File: src/source/adc_acq_params.svh
`ifndef ADC_ACQ_PARAMS_SVH
`define ADC_ACQ_PARAMS_SVH

// datapath widths
`define ADC_ACQ_DAT_W   32  // stream word / adc sample width
`define ADC_ACQ_ADDR_W  24  // fill address counter
`define ADC_ACQ_BURST_W 16  // bursts per fill
`define ADC_ACQ_FILL_W  14  // fill counter, also fits in the header

// wishbone side
`define ADC_ACQ_WB_ADR_W 5  // byte address, covers 0x00..0x1f

// register map, byte addresses
`define ADC_ACQ_REG_SIZE1  5'h00  // bursts for fill type A
`define ADC_ACQ_REG_SIZE2  5'h04  // bursts for fill type B
`define ADC_ACQ_REG_SIZE3  5'h08  // bursts for fill type C
`define ADC_ACQ_REG_CTRL   5'h0c  // bit 0 dummy data select
`define ADC_ACQ_REG_STATUS 5'h10  // read only, fill count and idle

// burst count loaded into all three size registers at reset
`define ADC_ACQ_SIZE_RST 16'd4

`endif

File: src/source/adc_acq_pkg.sv
`include "adc_acq_params.svh"

package adc_acq_pkg;

	// fill type comes straight from the enable pair, {enable1, enable0}
	typedef enum logic [1:0] {
		FILL_READOUT = 2'd0,  // both enables low, no triggers taken
		FILL_A       = 2'd1,
		FILL_B       = 2'd2,
		FILL_C       = 2'd3
	} fill_type_t;

	// one-hot sequencer states
	typedef enum logic [11:0] {
		IDLE      = 12'h001,
		INIT1     = 12'h002,
		INIT2     = 12'h004,
		INIT3     = 12'h008,
		RUN1      = 12'h010,
		RUN2      = 12'h020,
		RUN3      = 12'h040,
		RUN4      = 12'h080,
		CHECKSUM1 = 12'h100,
		CHECKSUM2 = 12'h200,
		DDR3_WAIT = 12'h400,
		DONE      = 12'h800
	} acq_state_t;

	typedef enum logic [1:0] {
		WORD_HEADER   = 2'd0,
		WORD_DATA     = 2'd1,
		WORD_CHECKSUM = 2'd2
	} word_kind_t;

	// synchronized inputs, as seen by the sequencer and the formatter
	typedef struct packed {
		logic       mode_enabled;  // armed for triggers
		logic       trig;
		logic       ddr3_busy;     // downstream writer not idle
		fill_type_t fill_type;
	} acq_sync_t;

	// strobes from the sequencer, each valid in the first cycle of its state
	typedef struct packed {
		logic       fill_size_latch;
		logic       burst_init;
		logic       burst_dec;
		logic       addr_inc;
		logic       fill_inc;
		logic       dummy_reset;
		word_kind_t word_kind;  // which word the mux prepares
		logic       out_valid;  // emit the prepared word
		logic       done;
		logic       idle;
	} acq_ctrl_t;

	// one word of the output stream
	typedef struct packed {
		logic                       valid;
		word_kind_t                 kind;
		logic [`ADC_ACQ_ADDR_W-1:0] addr;
		logic [`ADC_ACQ_DAT_W-1:0]  data;
	} acq_word_t;

endpackage

File: src/source/adc_acq_decode.sv
`timescale 1ns/1ps

module adc_acq_decode
	import adc_acq_pkg::*;
(
	input  logic      clk,
	input  logic      adc_acq_full_reset,
	input  logic      acq_enable0,   // async, from the master
	input  logic      acq_enable1,   // async, from the master
	input  logic      acq_trig,      // async trigger
	input  logic      ddr3_wr_busy,  // async, from the ddr3 writer's domain
	output acq_sync_t sync
);

	// bit order {busy, trig, enable1, enable0}
	logic [3:0] meta_q;  // first sync stage, may go metastable
	logic [3:0] stab_q;  // second sync stage

	// two-flop synchronizers on the async pins
	always_ff @(posedge clk) begin
		meta_q <= {ddr3_wr_busy, acq_trig, acq_enable1, acq_enable0};
		stab_q <= meta_q;
	end

	// decode stage, third register after the pins
	always_ff @(posedge clk) begin
		if (adc_acq_full_reset) begin
			sync <= '{
				mode_enabled: 1'b0,
				trig:         1'b0,
				ddr3_busy:    1'b0,
				fill_type:    FILL_READOUT
			};
		end else begin
			sync.mode_enabled <= stab_q[0] | stab_q[1];  // not both zero means acquisition mode
			sync.trig         <= stab_q[2];
			sync.ddr3_busy    <= stab_q[3];
			sync.fill_type    <= fill_type_t'(stab_q[1:0]);  // enable1 is the high bit
		end
	end

endmodule

File: src/source/adc_acq_sm.sv
`timescale 1ns/1ps

module adc_acq_sm
	import adc_acq_pkg::*;
(
	input  logic      clk,
	input  logic      adc_acq_full_reset,
	input  acq_sync_t sync,
	input  logic      burst_zero,  // last burst of the fill has been counted
	output acq_ctrl_t ctrl
);

	acq_state_t state_q;
	acq_state_t state_nxt;
	acq_ctrl_t  ctrl_nxt;
	logic       armed_trig;  // enabled and triggered

	assign armed_trig = sync.mode_enabled & sync.trig;

	always_ff @(posedge clk) begin
		if (adc_acq_full_reset)
			state_q <= IDLE;
		else
			state_q <= state_nxt;
	end

	// next state
	always_comb begin
		state_nxt = state_q;
		case (state_q)
			IDLE:      if (armed_trig) state_nxt = INIT1;  // wait to be armed and triggered
			INIT1:     state_nxt = INIT2;
			INIT2:     state_nxt = INIT3;
			INIT3:     state_nxt = RUN1;
			RUN1:      state_nxt = RUN2;
			RUN2:      state_nxt = RUN3;
			RUN3:      state_nxt = RUN4;
			RUN4: begin
				// counter was decremented back in RUN1
				if (burst_zero)
					state_nxt = CHECKSUM1;
				else
					state_nxt = RUN1;
			end
			CHECKSUM1: state_nxt = CHECKSUM2;
			CHECKSUM2: state_nxt = DDR3_WAIT;
			DDR3_WAIT: if (!sync.ddr3_busy) state_nxt = DONE;  // let the writer drain the fill
			DONE:      if (!armed_trig) state_nxt = IDLE;  // hold done until trigger drops
			default:   state_nxt = IDLE;  // illegal code, recover
		endcase
	end

	// strobes decoded from the next state, registered below
	always_comb begin
		ctrl_nxt = '{
			fill_size_latch: 1'b0,
			burst_init:      1'b0,
			burst_dec:       1'b0,
			addr_inc:        1'b0,
			fill_inc:        1'b0,
			dummy_reset:     1'b0,
			word_kind:       WORD_DATA,
			out_valid:       1'b0,
			done:            1'b0,
			idle:            1'b0
		};
		case (state_nxt)
			IDLE: begin
				ctrl_nxt.idle        = 1'b1;
				ctrl_nxt.dummy_reset = 1'b1;  // dummy data restarts at 0 each fill
			end
			INIT1: ctrl_nxt.fill_size_latch = 1'b1;  // pick size by fill type
			INIT2: begin
				ctrl_nxt.burst_init = 1'b1;
				ctrl_nxt.word_kind  = WORD_HEADER;
			end
			INIT3: begin
				ctrl_nxt.out_valid = 1'b1;  // header goes out
				ctrl_nxt.addr_inc  = 1'b1;
			end
			RUN1: begin
				ctrl_nxt.burst_dec = 1'b1;
				ctrl_nxt.addr_inc  = 1'b1;
			end
			RUN4: ctrl_nxt.out_valid = 1'b1;  // one data word per burst
			CHECKSUM1: ctrl_nxt.word_kind = WORD_CHECKSUM;
			CHECKSUM2: begin
				ctrl_nxt.out_valid = 1'b1;
				ctrl_nxt.addr_inc  = 1'b1;
				ctrl_nxt.fill_inc  = 1'b1;  // fill is complete here
			end
			DONE: ctrl_nxt.done = 1'b1;
			default: ;  // RUN2, RUN3, DDR3_WAIT carry no strobes
		endcase
	end

	always_ff @(posedge clk) begin
		if (adc_acq_full_reset) begin
			ctrl <= '{
				fill_size_latch: 1'b0,
				burst_init:      1'b0,
				burst_dec:       1'b0,
				addr_inc:        1'b0,
				fill_inc:        1'b0,
				dummy_reset:     1'b0,
				word_kind:       WORD_DATA,
				out_valid:       1'b0,
				done:            1'b0,
				idle:            1'b1  // reset lands in IDLE
			};
		end else begin
			ctrl <= ctrl_nxt;
		end
	end

endmodule

File: src/source/adc_acq_burst_fmt.sv
`timescale 1ns/1ps
`include "adc_acq_params.svh"

module adc_acq_burst_fmt
	import adc_acq_pkg::*;
(
	input  logic                        clk,
	input  logic                        adc_acq_full_reset,
	input  acq_ctrl_t                   ctrl,
	input  acq_sync_t                   sync,
	input  logic [`ADC_ACQ_BURST_W-1:0] fill_size1,
	input  logic [`ADC_ACQ_BURST_W-1:0] fill_size2,
	input  logic [`ADC_ACQ_BURST_W-1:0] fill_size3,
	input  logic                        dummy_sel,  // counter data instead of adc samples
	input  logic [`ADC_ACQ_DAT_W-1:0]   adc_dat,
	output logic                        burst_zero,
	output logic [`ADC_ACQ_FILL_W-1:0]  fill_count,
	output acq_word_t                   word
);

	fill_type_t                  type_q;     // fill type latched at INIT1
	logic [`ADC_ACQ_BURST_W-1:0] size_q;     // size latched at INIT1
	logic [`ADC_ACQ_BURST_W-1:0] burst_cnt;
	logic [`ADC_ACQ_ADDR_W-1:0]  addr_cnt;   // next free address
	logic [`ADC_ACQ_ADDR_W-1:0]  addr_q;     // address taken by the last increment
	logic [`ADC_ACQ_DAT_W-1:0]   dummy_cnt;
	logic [`ADC_ACQ_DAT_W-1:0]   sum_q;      // running checksum of the fill
	logic [`ADC_ACQ_DAT_W-1:0]   word_dat;   // mux output
	word_kind_t                  kind_q;     // kind chosen one state earlier
	logic                        out_valid_q;
	word_kind_t                  out_kind;
	logic [`ADC_ACQ_ADDR_W-1:0]  out_addr;
	logic [`ADC_ACQ_DAT_W-1:0]   out_data;

	assign burst_zero = (burst_cnt == '0);

	// word mux
	always_comb begin
		case (kind_q)
			WORD_HEADER:   word_dat = {type_q, fill_count, size_q};  // 2 + 14 + 16 bits
			WORD_CHECKSUM: word_dat = sum_q;
			default:       word_dat = dummy_sel ? dummy_cnt : adc_dat;
		endcase
	end

	always_ff @(posedge clk) begin
		if (adc_acq_full_reset) begin
			type_q      <= FILL_READOUT;
			size_q      <= '0;
			burst_cnt   <= '0;
			addr_cnt    <= '0;
			addr_q      <= '0;
			fill_count  <= '0;
			dummy_cnt   <= '0;
			sum_q       <= '0;
			kind_q      <= WORD_DATA;
			out_valid_q <= 1'b0;
		end else begin
			kind_q      <= ctrl.word_kind;
			out_valid_q <= ctrl.out_valid;
			if (ctrl.fill_size_latch) begin
				type_q <= sync.fill_type;
				case (sync.fill_type)
					FILL_B:  size_q <= fill_size2;
					FILL_C:  size_q <= fill_size3;
					default: size_q <= fill_size1;  // type A, readout never triggers
				endcase
			end
			if (ctrl.burst_init)
				burst_cnt <= size_q;
			else if (ctrl.burst_dec && !burst_zero)
				burst_cnt <= burst_cnt - 1'b1;  // holds at zero, size 0 acts as 1
			if (ctrl.addr_inc) begin
				addr_q   <= addr_cnt;
				addr_cnt <= addr_cnt + 1'b1;  // runs on across fills
			end
			if (ctrl.fill_inc)
				fill_count <= fill_count + 1'b1;
			if (ctrl.dummy_reset)
				dummy_cnt <= '0;
			else if (ctrl.out_valid && kind_q == WORD_DATA)
				dummy_cnt <= dummy_cnt + 1'b1;  // step once per data word
			// header and data words go into the sum, wraps mod 2^32
			if (ctrl.burst_init)
				sum_q <= '0;
			else if (ctrl.out_valid && kind_q != WORD_CHECKSUM)
				sum_q <= sum_q + word_dat;
		end
	end

	// output word register, payload only moves when a word is emitted
	always_ff @(posedge clk) begin
		if (ctrl.out_valid) begin
			out_kind <= kind_q;
			out_addr <= ctrl.addr_inc ? addr_cnt : addr_q;  // value before its increment
			out_data <= word_dat;
		end
	end

	assign word = '{valid: out_valid_q, kind: out_kind, addr: out_addr, data: out_data};

endmodule

File: src/source/adc_acq_wb_regs.sv
`timescale 1ns/1ps
`include "adc_acq_params.svh"

module adc_acq_wb_regs (
	input  logic                         clk,
	input  logic                         adc_acq_full_reset,
	input  logic                         wb_cyc,
	input  logic                         wb_stb,
	input  logic                         wb_we,
	input  logic [`ADC_ACQ_WB_ADR_W-1:0] wb_adr,
	input  logic [`ADC_ACQ_DAT_W-1:0]    wb_dat_w,
	input  logic [3:0]                   wb_sel,
	output logic [`ADC_ACQ_DAT_W-1:0]    wb_dat_r,
	output logic                         wb_ack,
	output logic [`ADC_ACQ_BURST_W-1:0]  fill_size1,
	output logic [`ADC_ACQ_BURST_W-1:0]  fill_size2,
	output logic [`ADC_ACQ_BURST_W-1:0]  fill_size3,
	output logic                         dummy_sel,
	input  logic [`ADC_ACQ_FILL_W-1:0]   fill_count,
	input  logic                         sm_idle
);

	logic                      req;     // new cycle, not yet acked
	logic [`ADC_ACQ_DAT_W-1:0] rd_dat;

	// byte-lane merge for the 16 bit size registers
	function automatic logic [`ADC_ACQ_BURST_W-1:0] merge_size(
		input logic [`ADC_ACQ_BURST_W-1:0] cur,
		input logic [`ADC_ACQ_DAT_W-1:0]   dat,
		input logic [3:0]                  sel
	);
		logic [`ADC_ACQ_BURST_W-1:0] res;
		res = cur;
		if (sel[0]) res[7:0]  = dat[7:0];
		if (sel[1]) res[15:8] = dat[15:8];
		return res;
	endfunction

	assign req = wb_cyc & wb_stb & ~wb_ack;  // ack is a single cycle pulse

	always_comb begin
		case (wb_adr)
			`ADC_ACQ_REG_SIZE1:  rd_dat = {16'd0, fill_size1};
			`ADC_ACQ_REG_SIZE2:  rd_dat = {16'd0, fill_size2};
			`ADC_ACQ_REG_SIZE3:  rd_dat = {16'd0, fill_size3};
			`ADC_ACQ_REG_CTRL:   rd_dat = {31'd0, dummy_sel};
			`ADC_ACQ_REG_STATUS: rd_dat = {15'd0, sm_idle, 2'd0, fill_count};
			default:             rd_dat = '0;  // unmapped
		endcase
	end

	always_ff @(posedge clk) begin
		if (adc_acq_full_reset) begin
			wb_ack     <= 1'b0;
			fill_size1 <= `ADC_ACQ_SIZE_RST;
			fill_size2 <= `ADC_ACQ_SIZE_RST;
			fill_size3 <= `ADC_ACQ_SIZE_RST;
			dummy_sel  <= 1'b0;
		end else begin
			wb_ack <= req;
			if (req && wb_we) begin  // lands as ack goes high
				case (wb_adr)
					`ADC_ACQ_REG_SIZE1: fill_size1 <= merge_size(fill_size1, wb_dat_w, wb_sel);
					`ADC_ACQ_REG_SIZE2: fill_size2 <= merge_size(fill_size2, wb_dat_w, wb_sel);
					`ADC_ACQ_REG_SIZE3: fill_size3 <= merge_size(fill_size3, wb_dat_w, wb_sel);
					`ADC_ACQ_REG_CTRL:  if (wb_sel[0]) dummy_sel <= wb_dat_w[0];
					default: ;  // status is read only
				endcase
			end
		end
	end

	// read data captured with the ack
	always_ff @(posedge clk) begin
		if (req)
			wb_dat_r <= rd_dat;
	end

endmodule

File: src/source/adc_acq_top.sv
`timescale 1ns/1ps
`include "adc_acq_params.svh"

module adc_acq_top
	import adc_acq_pkg::*;
(
	input  logic                         clk,
	input  logic                         adc_acq_full_reset,
	input  logic                         acq_enable0,
	input  logic                         acq_enable1,
	input  logic                         acq_trig,
	input  logic                         ddr3_wr_busy,
	input  logic [`ADC_ACQ_DAT_W-1:0]    adc_dat,
	input  logic                         wb_cyc,
	input  logic                         wb_stb,
	input  logic                         wb_we,
	input  logic [`ADC_ACQ_WB_ADR_W-1:0] wb_adr,
	input  logic [`ADC_ACQ_DAT_W-1:0]    wb_dat_w,
	input  logic [3:0]                   wb_sel,
	output logic [`ADC_ACQ_DAT_W-1:0]    wb_dat_r,
	output logic                         wb_ack,
	output acq_word_t                    out_word,  // to the fifo
	output logic                         acq_done,
	output logic                         sm_idle
);

	acq_sync_t                   sync;
	acq_ctrl_t                   ctrl;
	logic                        burst_zero;
	logic [`ADC_ACQ_BURST_W-1:0] fill_size1;
	logic [`ADC_ACQ_BURST_W-1:0] fill_size2;
	logic [`ADC_ACQ_BURST_W-1:0] fill_size3;
	logic                        dummy_sel;
	logic [`ADC_ACQ_FILL_W-1:0]  fill_count;

	assign acq_done = ctrl.done;
	assign sm_idle  = ctrl.idle;

	adc_acq_decode u_decode (
		.clk(clk), .adc_acq_full_reset(adc_acq_full_reset),
		.acq_enable0(acq_enable0), .acq_enable1(acq_enable1),
		.acq_trig(acq_trig), .ddr3_wr_busy(ddr3_wr_busy),
		.sync(sync)
	);

	adc_acq_sm u_sm (
		.clk(clk), .adc_acq_full_reset(adc_acq_full_reset),
		.sync(sync), .burst_zero(burst_zero), .ctrl(ctrl)
	);

	adc_acq_burst_fmt u_fmt (
		.clk(clk), .adc_acq_full_reset(adc_acq_full_reset),
		.ctrl(ctrl), .sync(sync),
		.fill_size1(fill_size1), .fill_size2(fill_size2), .fill_size3(fill_size3),
		.dummy_sel(dummy_sel), .adc_dat(adc_dat),
		.burst_zero(burst_zero), .fill_count(fill_count), .word(out_word)
	);

	adc_acq_wb_regs u_regs (
		.clk(clk), .adc_acq_full_reset(adc_acq_full_reset),
		.wb_cyc(wb_cyc), .wb_stb(wb_stb), .wb_we(wb_we), .wb_adr(wb_adr),
		.wb_dat_w(wb_dat_w), .wb_sel(wb_sel), .wb_dat_r(wb_dat_r), .wb_ack(wb_ack),
		.fill_size1(fill_size1), .fill_size2(fill_size2), .fill_size3(fill_size3),
		.dummy_sel(dummy_sel), .fill_count(fill_count), .sm_idle(sm_idle)
	);

endmodule

File: config.mk
export PLATFORM = sky130hd
export DESIGN_NAME = adc_acq_top
export DESIGN_NICKNAME = d
export VERILOG_FILES = /design/src/source/adc_acq_pkg.sv /design/src/source/adc_acq_decode.sv /design/src/source/adc_acq_sm.sv /design/src/source/adc_acq_burst_fmt.sv /design/src/source/adc_acq_wb_regs.sv /design/src/source/adc_acq_top.sv
export VERILOG_INCLUDE_DIRS = /design/src /design/src/source
export SDC_FILE = /design/constraint.sdc
export NUM_CORES = 1
export LEC_CHECK = 0
export ABC_AREA = 1
export BUFFER_PORTS_ARGS = -buffer_cell sky130_fd_sc_hd__buf_2
export CAP_MARGIN = 10
export CORE_MARGIN = 5
export CORE_UTILIZATION = 54
export DETAILED_ROUTE_END_ITERATION = 10
export PLACE_DENSITY = 0.77
export RECOVER_POWER = 50
export SKIP_LAST_GASP = 1
export SLEW_MARGIN = 20
export SYNTH_ARGS = -nofsm -noshare
export SYNTH_HDL_FRONTEND = slang
export SYNTH_HIERARCHICAL = 1
export SYNTH_SLANG_ARGS = --single-unit
File: constraint.sdc
create_clock -name clk -period 2.9 [get_ports clk]
set_input_delay 0.29 -clock clk [delete_from_list [all_inputs] [get_ports clk]]
set_output_delay 0.29 -clock clk [all_outputs]
set_load 0.01 [all_outputs]
==> metrics.txt, run 1 <==
Critical Path Start Type flop; Routed WL 49500 µm; critical path endpoint category flop; largest net degree at the start of global routing 41; Num Clock Sinks 324; first-pass GRT wire length 77600 µm; Cell variety after synth 51; Nets 2724; worst r2r dst u_fmt/sum_q[16]$_SDFFE_PP0P_; commonest non-fill, non-tap cells in the layout nand2_1, nor2_1, inv_1; Worst-Skew Late Latency 540 ps; Clock Path Buffers 3; Synthesis Warnings 6; Synth area leader dfxtp_1; vias in the first global route 15100; top post-synthesis cells by area dfxtp_1, nand2_1, edfxtp_1; drt first pass iters 6; Slew Limit Fails 27; Critical Path Max Stage Delay 460 ps; hold endpoint u_regs/fill_size3[2]$_SDFFE_PP1P_; Max-Cap Viols 1; Critical Path RT 3320 ps; min-delay src wb_dat_w[2]; initial antenna violation count 0; Setup Skew 25.2 ps; Hold WS 25.5 ps; register area share after synthesis 0.423; most common cell after layout, fill and taps aside nand2_1; failing checks max-capacitance violations, max-slew violations; maximum VDD drop 391 µV; Starting Density 0.545; total global routing overflow 0; WHS Path Cells 3; Via Count 16400; Root Buffer clkbuf_16; H-Tree Depth 2; final period utilization 0.952; Die Area 0.0354 mm²; I/O Buffers 142; CTS clk-pin slew, worst paths 70 ps; CTS buffer count 35; Post-synth EDFFs 75; flops & latches, synth 324; Hold Vio Cnt, Final 0; DRC 0; Via density 5.41; Worst slew margin -0.0730; TritonCTS clock tree done; Layout area overhead 14.8%; Critical R2R Launch u_fmt/kind_q[1]$_SDFF_PP0_; worst hold-check path type input port to flop; # IOs 176; post-synth top area share 0.291; r2r setup slk 140 ps; Slowest-stage cell, CP fa_1; GR Util All Layers 0.266; RePlAce Congestion 0.997; layout cell share with drive strength beyond 1 0.130; most used cell, CP nand2_1; Leak 0.00882 µW; status finished, violations left; num rows 65; post-synthesis cell count 2450; fin crit period 2760 ps; Crit Path Category flop to flop; diodes inserted 0; actual slew at the worst max-slew pin 1610 ps; Die H 188 µm; filler cell count 2831; core box area 0.0314 mm²; Async SR Flop Fraction 0; post-route setup slack 139 ps; Final setup viols 0; CP cell instances inv_1 -> nor2_2 -> inv_2 -> buf_12 -> o22ai_1 -> a31oi_1 -> inv_1 -> fa_1 -> inv_2 -> nand3_1 -> nand3_2 -> nand2_1 -> nand2_2 -> nand2_1 -> nand2_1 -> xnor2_1 -> nand2_1 -> nand2_1 -> inv_1; HPWL Detailed 36300 µm; Routed wire per std cell 16.3 µm; Max FO, Critical Path 15; die width 188 µm; r2r worst-path depth 19; pre-CTS worst setup slack 102 ps; RSZ-0062 raised after global routing true; DRT iter0 DRCs 1523; Achievable Freq 362 MHz; mean post-synth cell area 6.99 µm²; Most used DFF post-synth dfxtp_1; CP arrival 3180 ps; Routed Antenna Nets 0; Synth Cell Area 0.0171 mm²; power per standard cell area 495 mW/mm²
## sequential cells by signal (all words and copies together), names as in the netlist, 17 cells and up
name,count
u_fmt/dummy_cnt,32
u_fmt/out_data,32
u_fmt/sum_q,32
u_fmt/addr_cnt,24
u_fmt/addr_q,24
u_fmt/out_addr,24
u_regs/wb_dat_r,17
## how the worst max path moves through the flow
stage                                       start                          endpoint  slack, ps  cells after the start
CTS                    u_fmt/kind_q[1]$_SDFF_PP0_      u_fmt/sum_q[20]$_SDFFE_PP0P_         70                     18
finish                 u_fmt/kind_q[1]$_SDFF_PP0_      u_fmt/sum_q[16]$_SDFFE_PP0P_        140                     19
global placement    u_regs/dummy_sel$_SDFFE_PP0P_      u_fmt/sum_q[29]$_SDFFE_PP0P_        120                     14
detailed placement     u_fmt/kind_q[1]$_SDFF_PP0_      u_fmt/sum_q[20]$_SDFFE_PP0P_        100                     18
floorplan                 u_sm/ctrl[2]$_SDFF_PP0_  u_fmt/dummy_cnt[18]$_SDFFE_PP0P_        200                      7
global route           u_fmt/kind_q[1]$_SDFF_PP0_      u_fmt/sum_q[16]$_SDFFE_PP0P_        -50                     19
## cell families (layout without fill, tap and decap cells)
family	after synthesis	in the layout	share of synthesized area
simple gates	1323	1323	0.334
buf+inv	405	573	0.0965
compound gates	327	327	0.102
flops	324	324	0.423
fa+ha+maj	36	36	0.0267
xor+xnor	34	34	0.0174
other cells	1	15	0.000219
## through the flow
stage	power, µW	cells	setup TNS (ps)	util	instance area (µm²)
final	9740	3034	0	0.626	19700
after global routing	10100	3034	-107	0.626	19700
after CTS	9800	3031	0	0.623	19600
after detailed placement	5320	2964	0	0.584	18300
after global placement	5310	2964	0	0.584	18300
after floorplan	5110	2464	0	-	17200
## synthesized netlist by cell type, types with 6 or more instances
library cell,number
o21ai_1,8
a31oi_1,24
xnor2_1,8
a21oi_1,150
o21ai_0,97
dfxtp_1,249
buf_1,11
nand2_2,11
xor2_1,26
inv_1,299
clkbuf_1,40
buf_4,23
inv_2,13
o22ai_1,32
buf_2,13
nor2_1,327
edfxtp_1,75
nor3_1,38
nand3_1,138
nand4_1,27
nor2_4,12
nand2_1,715
nor2_2,14
ha_1,35
nor3b_1,6
## per-layer routing
layer | wire length [µm] | GRT usage
met5 | 0 | 0
met4 | 1630 | 0.0878
met3 | 3840 | 0.0369
met2 | 22500 | 0.431
met1 | 21500 | 0.369
## layout make-up
class	count	area, µm²	share of cell area
multi-input combinational	1735	8370	0.426
sequential	324	7240	0.368
timing repair buffer	196	1190	0.0605
inverter	314	1180	0.0600
clock buffer	52	1050	0.0536
tap	402	503	0.0256
clock inverter	11	123	0.00624
## where the power goes
group | leakage [µW] | switching (µW) | internal, µW
registers | 0.00269 | 41.6 | 4650
clock network | 0.000577 | 1850 | 2640
logic | 0.00556 | 376 | 179
## worst max-delay path: cells and delay by family, from the launching register on
family / cells / cell delay, ps
buffers and inverters: 6 / 680
AND/OR/NAND/NOR: 9 / 770
adder cells (fa/ha/maj): 1 / 460
flip-flops: 1 / 330
XOR/XNOR: 1 / 110
AO/OA/AOI/OAI: 2 / 300
## what timing repair did
item | in CTS | in global routing
endpoints found under the hold margin | 4 | 0
gates resized for setup | 0 | 29
buffers inserted | 0 | 2
endpoints found under the setup margin | 0 | 23
hold buffers | 4 | 0
(Power assumes the default switching activity.)
==> run 2, diff against run 1 <==
--- a/config.mk
+++ b/config.mk
@@ -10,9 +10,9 @@
 export BUFFER_PORTS_ARGS = -buffer_cell sky130_fd_sc_hd__buf_2
 export CAP_MARGIN = 10
 export CORE_MARGIN = 5
-export CORE_UTILIZATION = 54
+export CORE_UTILIZATION = 50
 export DETAILED_ROUTE_END_ITERATION = 10
-export PLACE_DENSITY = 0.77
+export PLACE_DENSITY = 0.72
 export RECOVER_POWER = 50
 export SKIP_LAST_GASP = 1
 export SLEW_MARGIN = 20
==> run 2 against run 1 <==
- the run still ends with max-capacitance violations, max-slew violations left
- final cell count grew 2.2%
- clock-buffer cell count down 4
- clock power grew 5.1%
- register-to-register slack worse by 60 ps
- clock skew is 0.74 ps higher
- die area increased by 7.6%
- total power grew 2.4%
- global-route usage fell by 1.7 points
- non-clock buffer count up 18
- combinational power grew 0.7%
==> metrics.txt, run 2 (synthesis gave the netlist of run 1 again) <==
CTS clk-pin slew, worst paths 60 ps; DRC 0; worst r2r dst u_fmt/sum_q[30]$_SDFFE_PP0P_; core box area 0.0337 mm²; Routed wire per std cell 15.9 µm; GR Util All Layers 0.249; Routed Antenna Nets 0; Max FO, Critical Path 12; Via density 5.23; H-Tree Depth 2; min-delay src wb_stb; Max-Cap Viols 2; vias in the first global route 14900; drt first pass iters 6; CP arrival 3260 ps; Hold WS 80.5 ps; Layout area overhead 15.0%; TritonCTS clock tree done; final instance area 0.0197 mm²; fin crit period 2820 ps; Setup Skew 25.9 ps; Die H 195 µm; critical path endpoint category flop; status finished, violations left; most common cell after layout, fill and taps aside nand2_1; Starting Density 0.508; CP cell instances buf_4 -> o21ai_0 -> a21oi_1 -> ha_1 -> nand2_1 -> nor2_1 -> nand2_1 -> nand3_1 -> nand2_1 -> nand2_1 -> nand2_1 -> nand3_1 -> nand3_1 -> nand2_1 -> inv_1; largest net degree at the start of global routing 77; WHS Path Cells 3; diodes inserted 0; final period utilization 0.972; first-pass GRT wire length 78100 µm; Critical Path RT 3340 ps; failing checks max-capacitance violations, max-slew violations; Critical Path Max Stage Delay 420 ps; placed insts 3028; Achievable Freq 355 MHz; worst hold-check path type input port to flop; total global routing overflow 0; CTS buffer count 37; Routed WL 49400 µm; # IOs 176; initial antenna violation count 0; Layout Cells excl Fill 3102; commonest non-fill, non-tap cells in the layout nand2_1, nor2_1, inv_1; Worst-Skew Late Latency 550 ps; leading registers by flop count u_fmt/dummy_cnt x32, u_fmt/out_data x32, u_fmt/sum_q x32; Root Buffer clkbuf_16; HPWL Detailed 36500 µm; most used cell, CP nand2_1; Crit Path Category flop to flop; Clock Path Buffers 3; num rows 67; Hold Vio Cnt, Final 0; r2r worst-path depth 15; Leak 0.00872 µW; post-placement cell area 0.0185 mm²; Slowest-stage cell, CP o21ai_0; Via Count 16200; Design Power 9970 µW; hold endpoint u_regs/wb_ack$_SDFF_PP0_; Worst slew margin -0.0623; I/O Buffers 142; Slew Limit Fails 136; RePlAce Congestion 1.00; actual slew at the worst max-slew pin 1590 ps; layout cell share with drive strength beyond 1 0.102; Critical R2R Launch u_regs/dummy_sel$_SDFFE_PP0P_; die width 195 µm; Nets 2744; Num Clock Sinks 324; Critical Path Start Type flop; power per standard cell area 506 mW/mm²; Final setup viols 0; maximum VDD drop 464 µV; DRT iter0 DRCs 1551; Die Area 0.0380 mm²; r2r setup slk 80 ps
run 2: cell types whose count changed in the layout (fill, tap and decap cells not counted), moves of 4 or more:
cell and delta:
buf_2 -73, clkbuf_1 +70, buf_4 +18, a21oi_1 +7
a21oi_2 -7, nand2_1 +5, nand2_2 -5, nand3_1 +4
run 2: metrics by stage:
stage	util	setup WS, ps	setup TNS [ps]
finish	0.584	82.4	0
global route	0.584	-11.0	-18.4
CTS	0.587	5.96	0
detailed placement	0.549	35.8	0
global placement	0.549	72.5	0
floorplan	-	204	0
run 2: critical path, delay by kind of cell, from the launching register on:
family / cells / cell delay [ps]
and+or+nand+nor: 10 / 1070
AOI/OAI and AO/OA: 2 / 590
DFF: 1 / 400
adders and majority gates: 1 / 400
buffers and inverters: 2 / 220
run 2: repair_timing:
item	4_1_cts	5_1_grt
buffers inserted	0	2
hold buffers	5	0
setup endpoints to repair	0	25
gates resized for setup	0	19
endpoints found under the hold margin	7	0
run 2: metal layers:
metal | GRT usage | part of all wire | wire, µm | vias up
met5 | 0 | 0 | 0 | -
met1 | 0.354 | 0.45 | 22400 | 7414
li1 | - | - | - | 8160
met4 | 0.0672 | 0.025 | 1210 | 0
met3 | 0.0343 | 0.070 | 3480 | 77
met2 | 0.400 | 0.45 | 22400 | 559
run 2: layout make-up:
| type | instances | area (µm²) |
|---|---|---|
| clock buffer | 48 | 1010 |
| clock inverter | 19 | 229 |
| fill | 3201 | 14000 |
| inverter | 314 | 1180 |
| multi-input combinational | 1735 | 8290 |
| sequential | 324 | 7240 |
| tap | 448 | 561 |
| timing repair buffer | 214 | 1190 |
run 2: power by group:
part	leakage [µW]	internal, µW	switching (µW)
Clock	0.000607	2760	1960
Combinational	0.00543	182	378
Sequential	0.00269	4650	40.7
run 2: worst max-delay path by stage:
| stage | end | cells past startpoint | from |
|---|---|---|---|
| after floorplan | u_fmt/dummy_cnt[18]$_SDFFE_PP0P_ | 7 | u_sm/ctrl[2]$_SDFF_PP0_ |
| after global placement | u_fmt/sum_q[18]$_SDFFE_PP0P_ | 19 | u_fmt/kind_q[1]$_SDFF_PP0_ |
| after detailed placement | u_fmt/sum_q[18]$_SDFFE_PP0P_ | 19 | u_fmt/kind_q[1]$_SDFF_PP0_ |
| after CTS | u_fmt/sum_q[18]$_SDFFE_PP0P_ | 19 | u_fmt/kind_q[1]$_SDFF_PP0_ |
| after global routing | u_fmt/sum_q[20]$_SDFFE_PP0P_ | 18 | u_fmt/kind_q[1]$_SDFF_PP0_ |
| final | u_fmt/sum_q[30]$_SDFFE_PP0P_ | 15 | u_regs/dummy_sel$_SDFFE_PP0P_ |
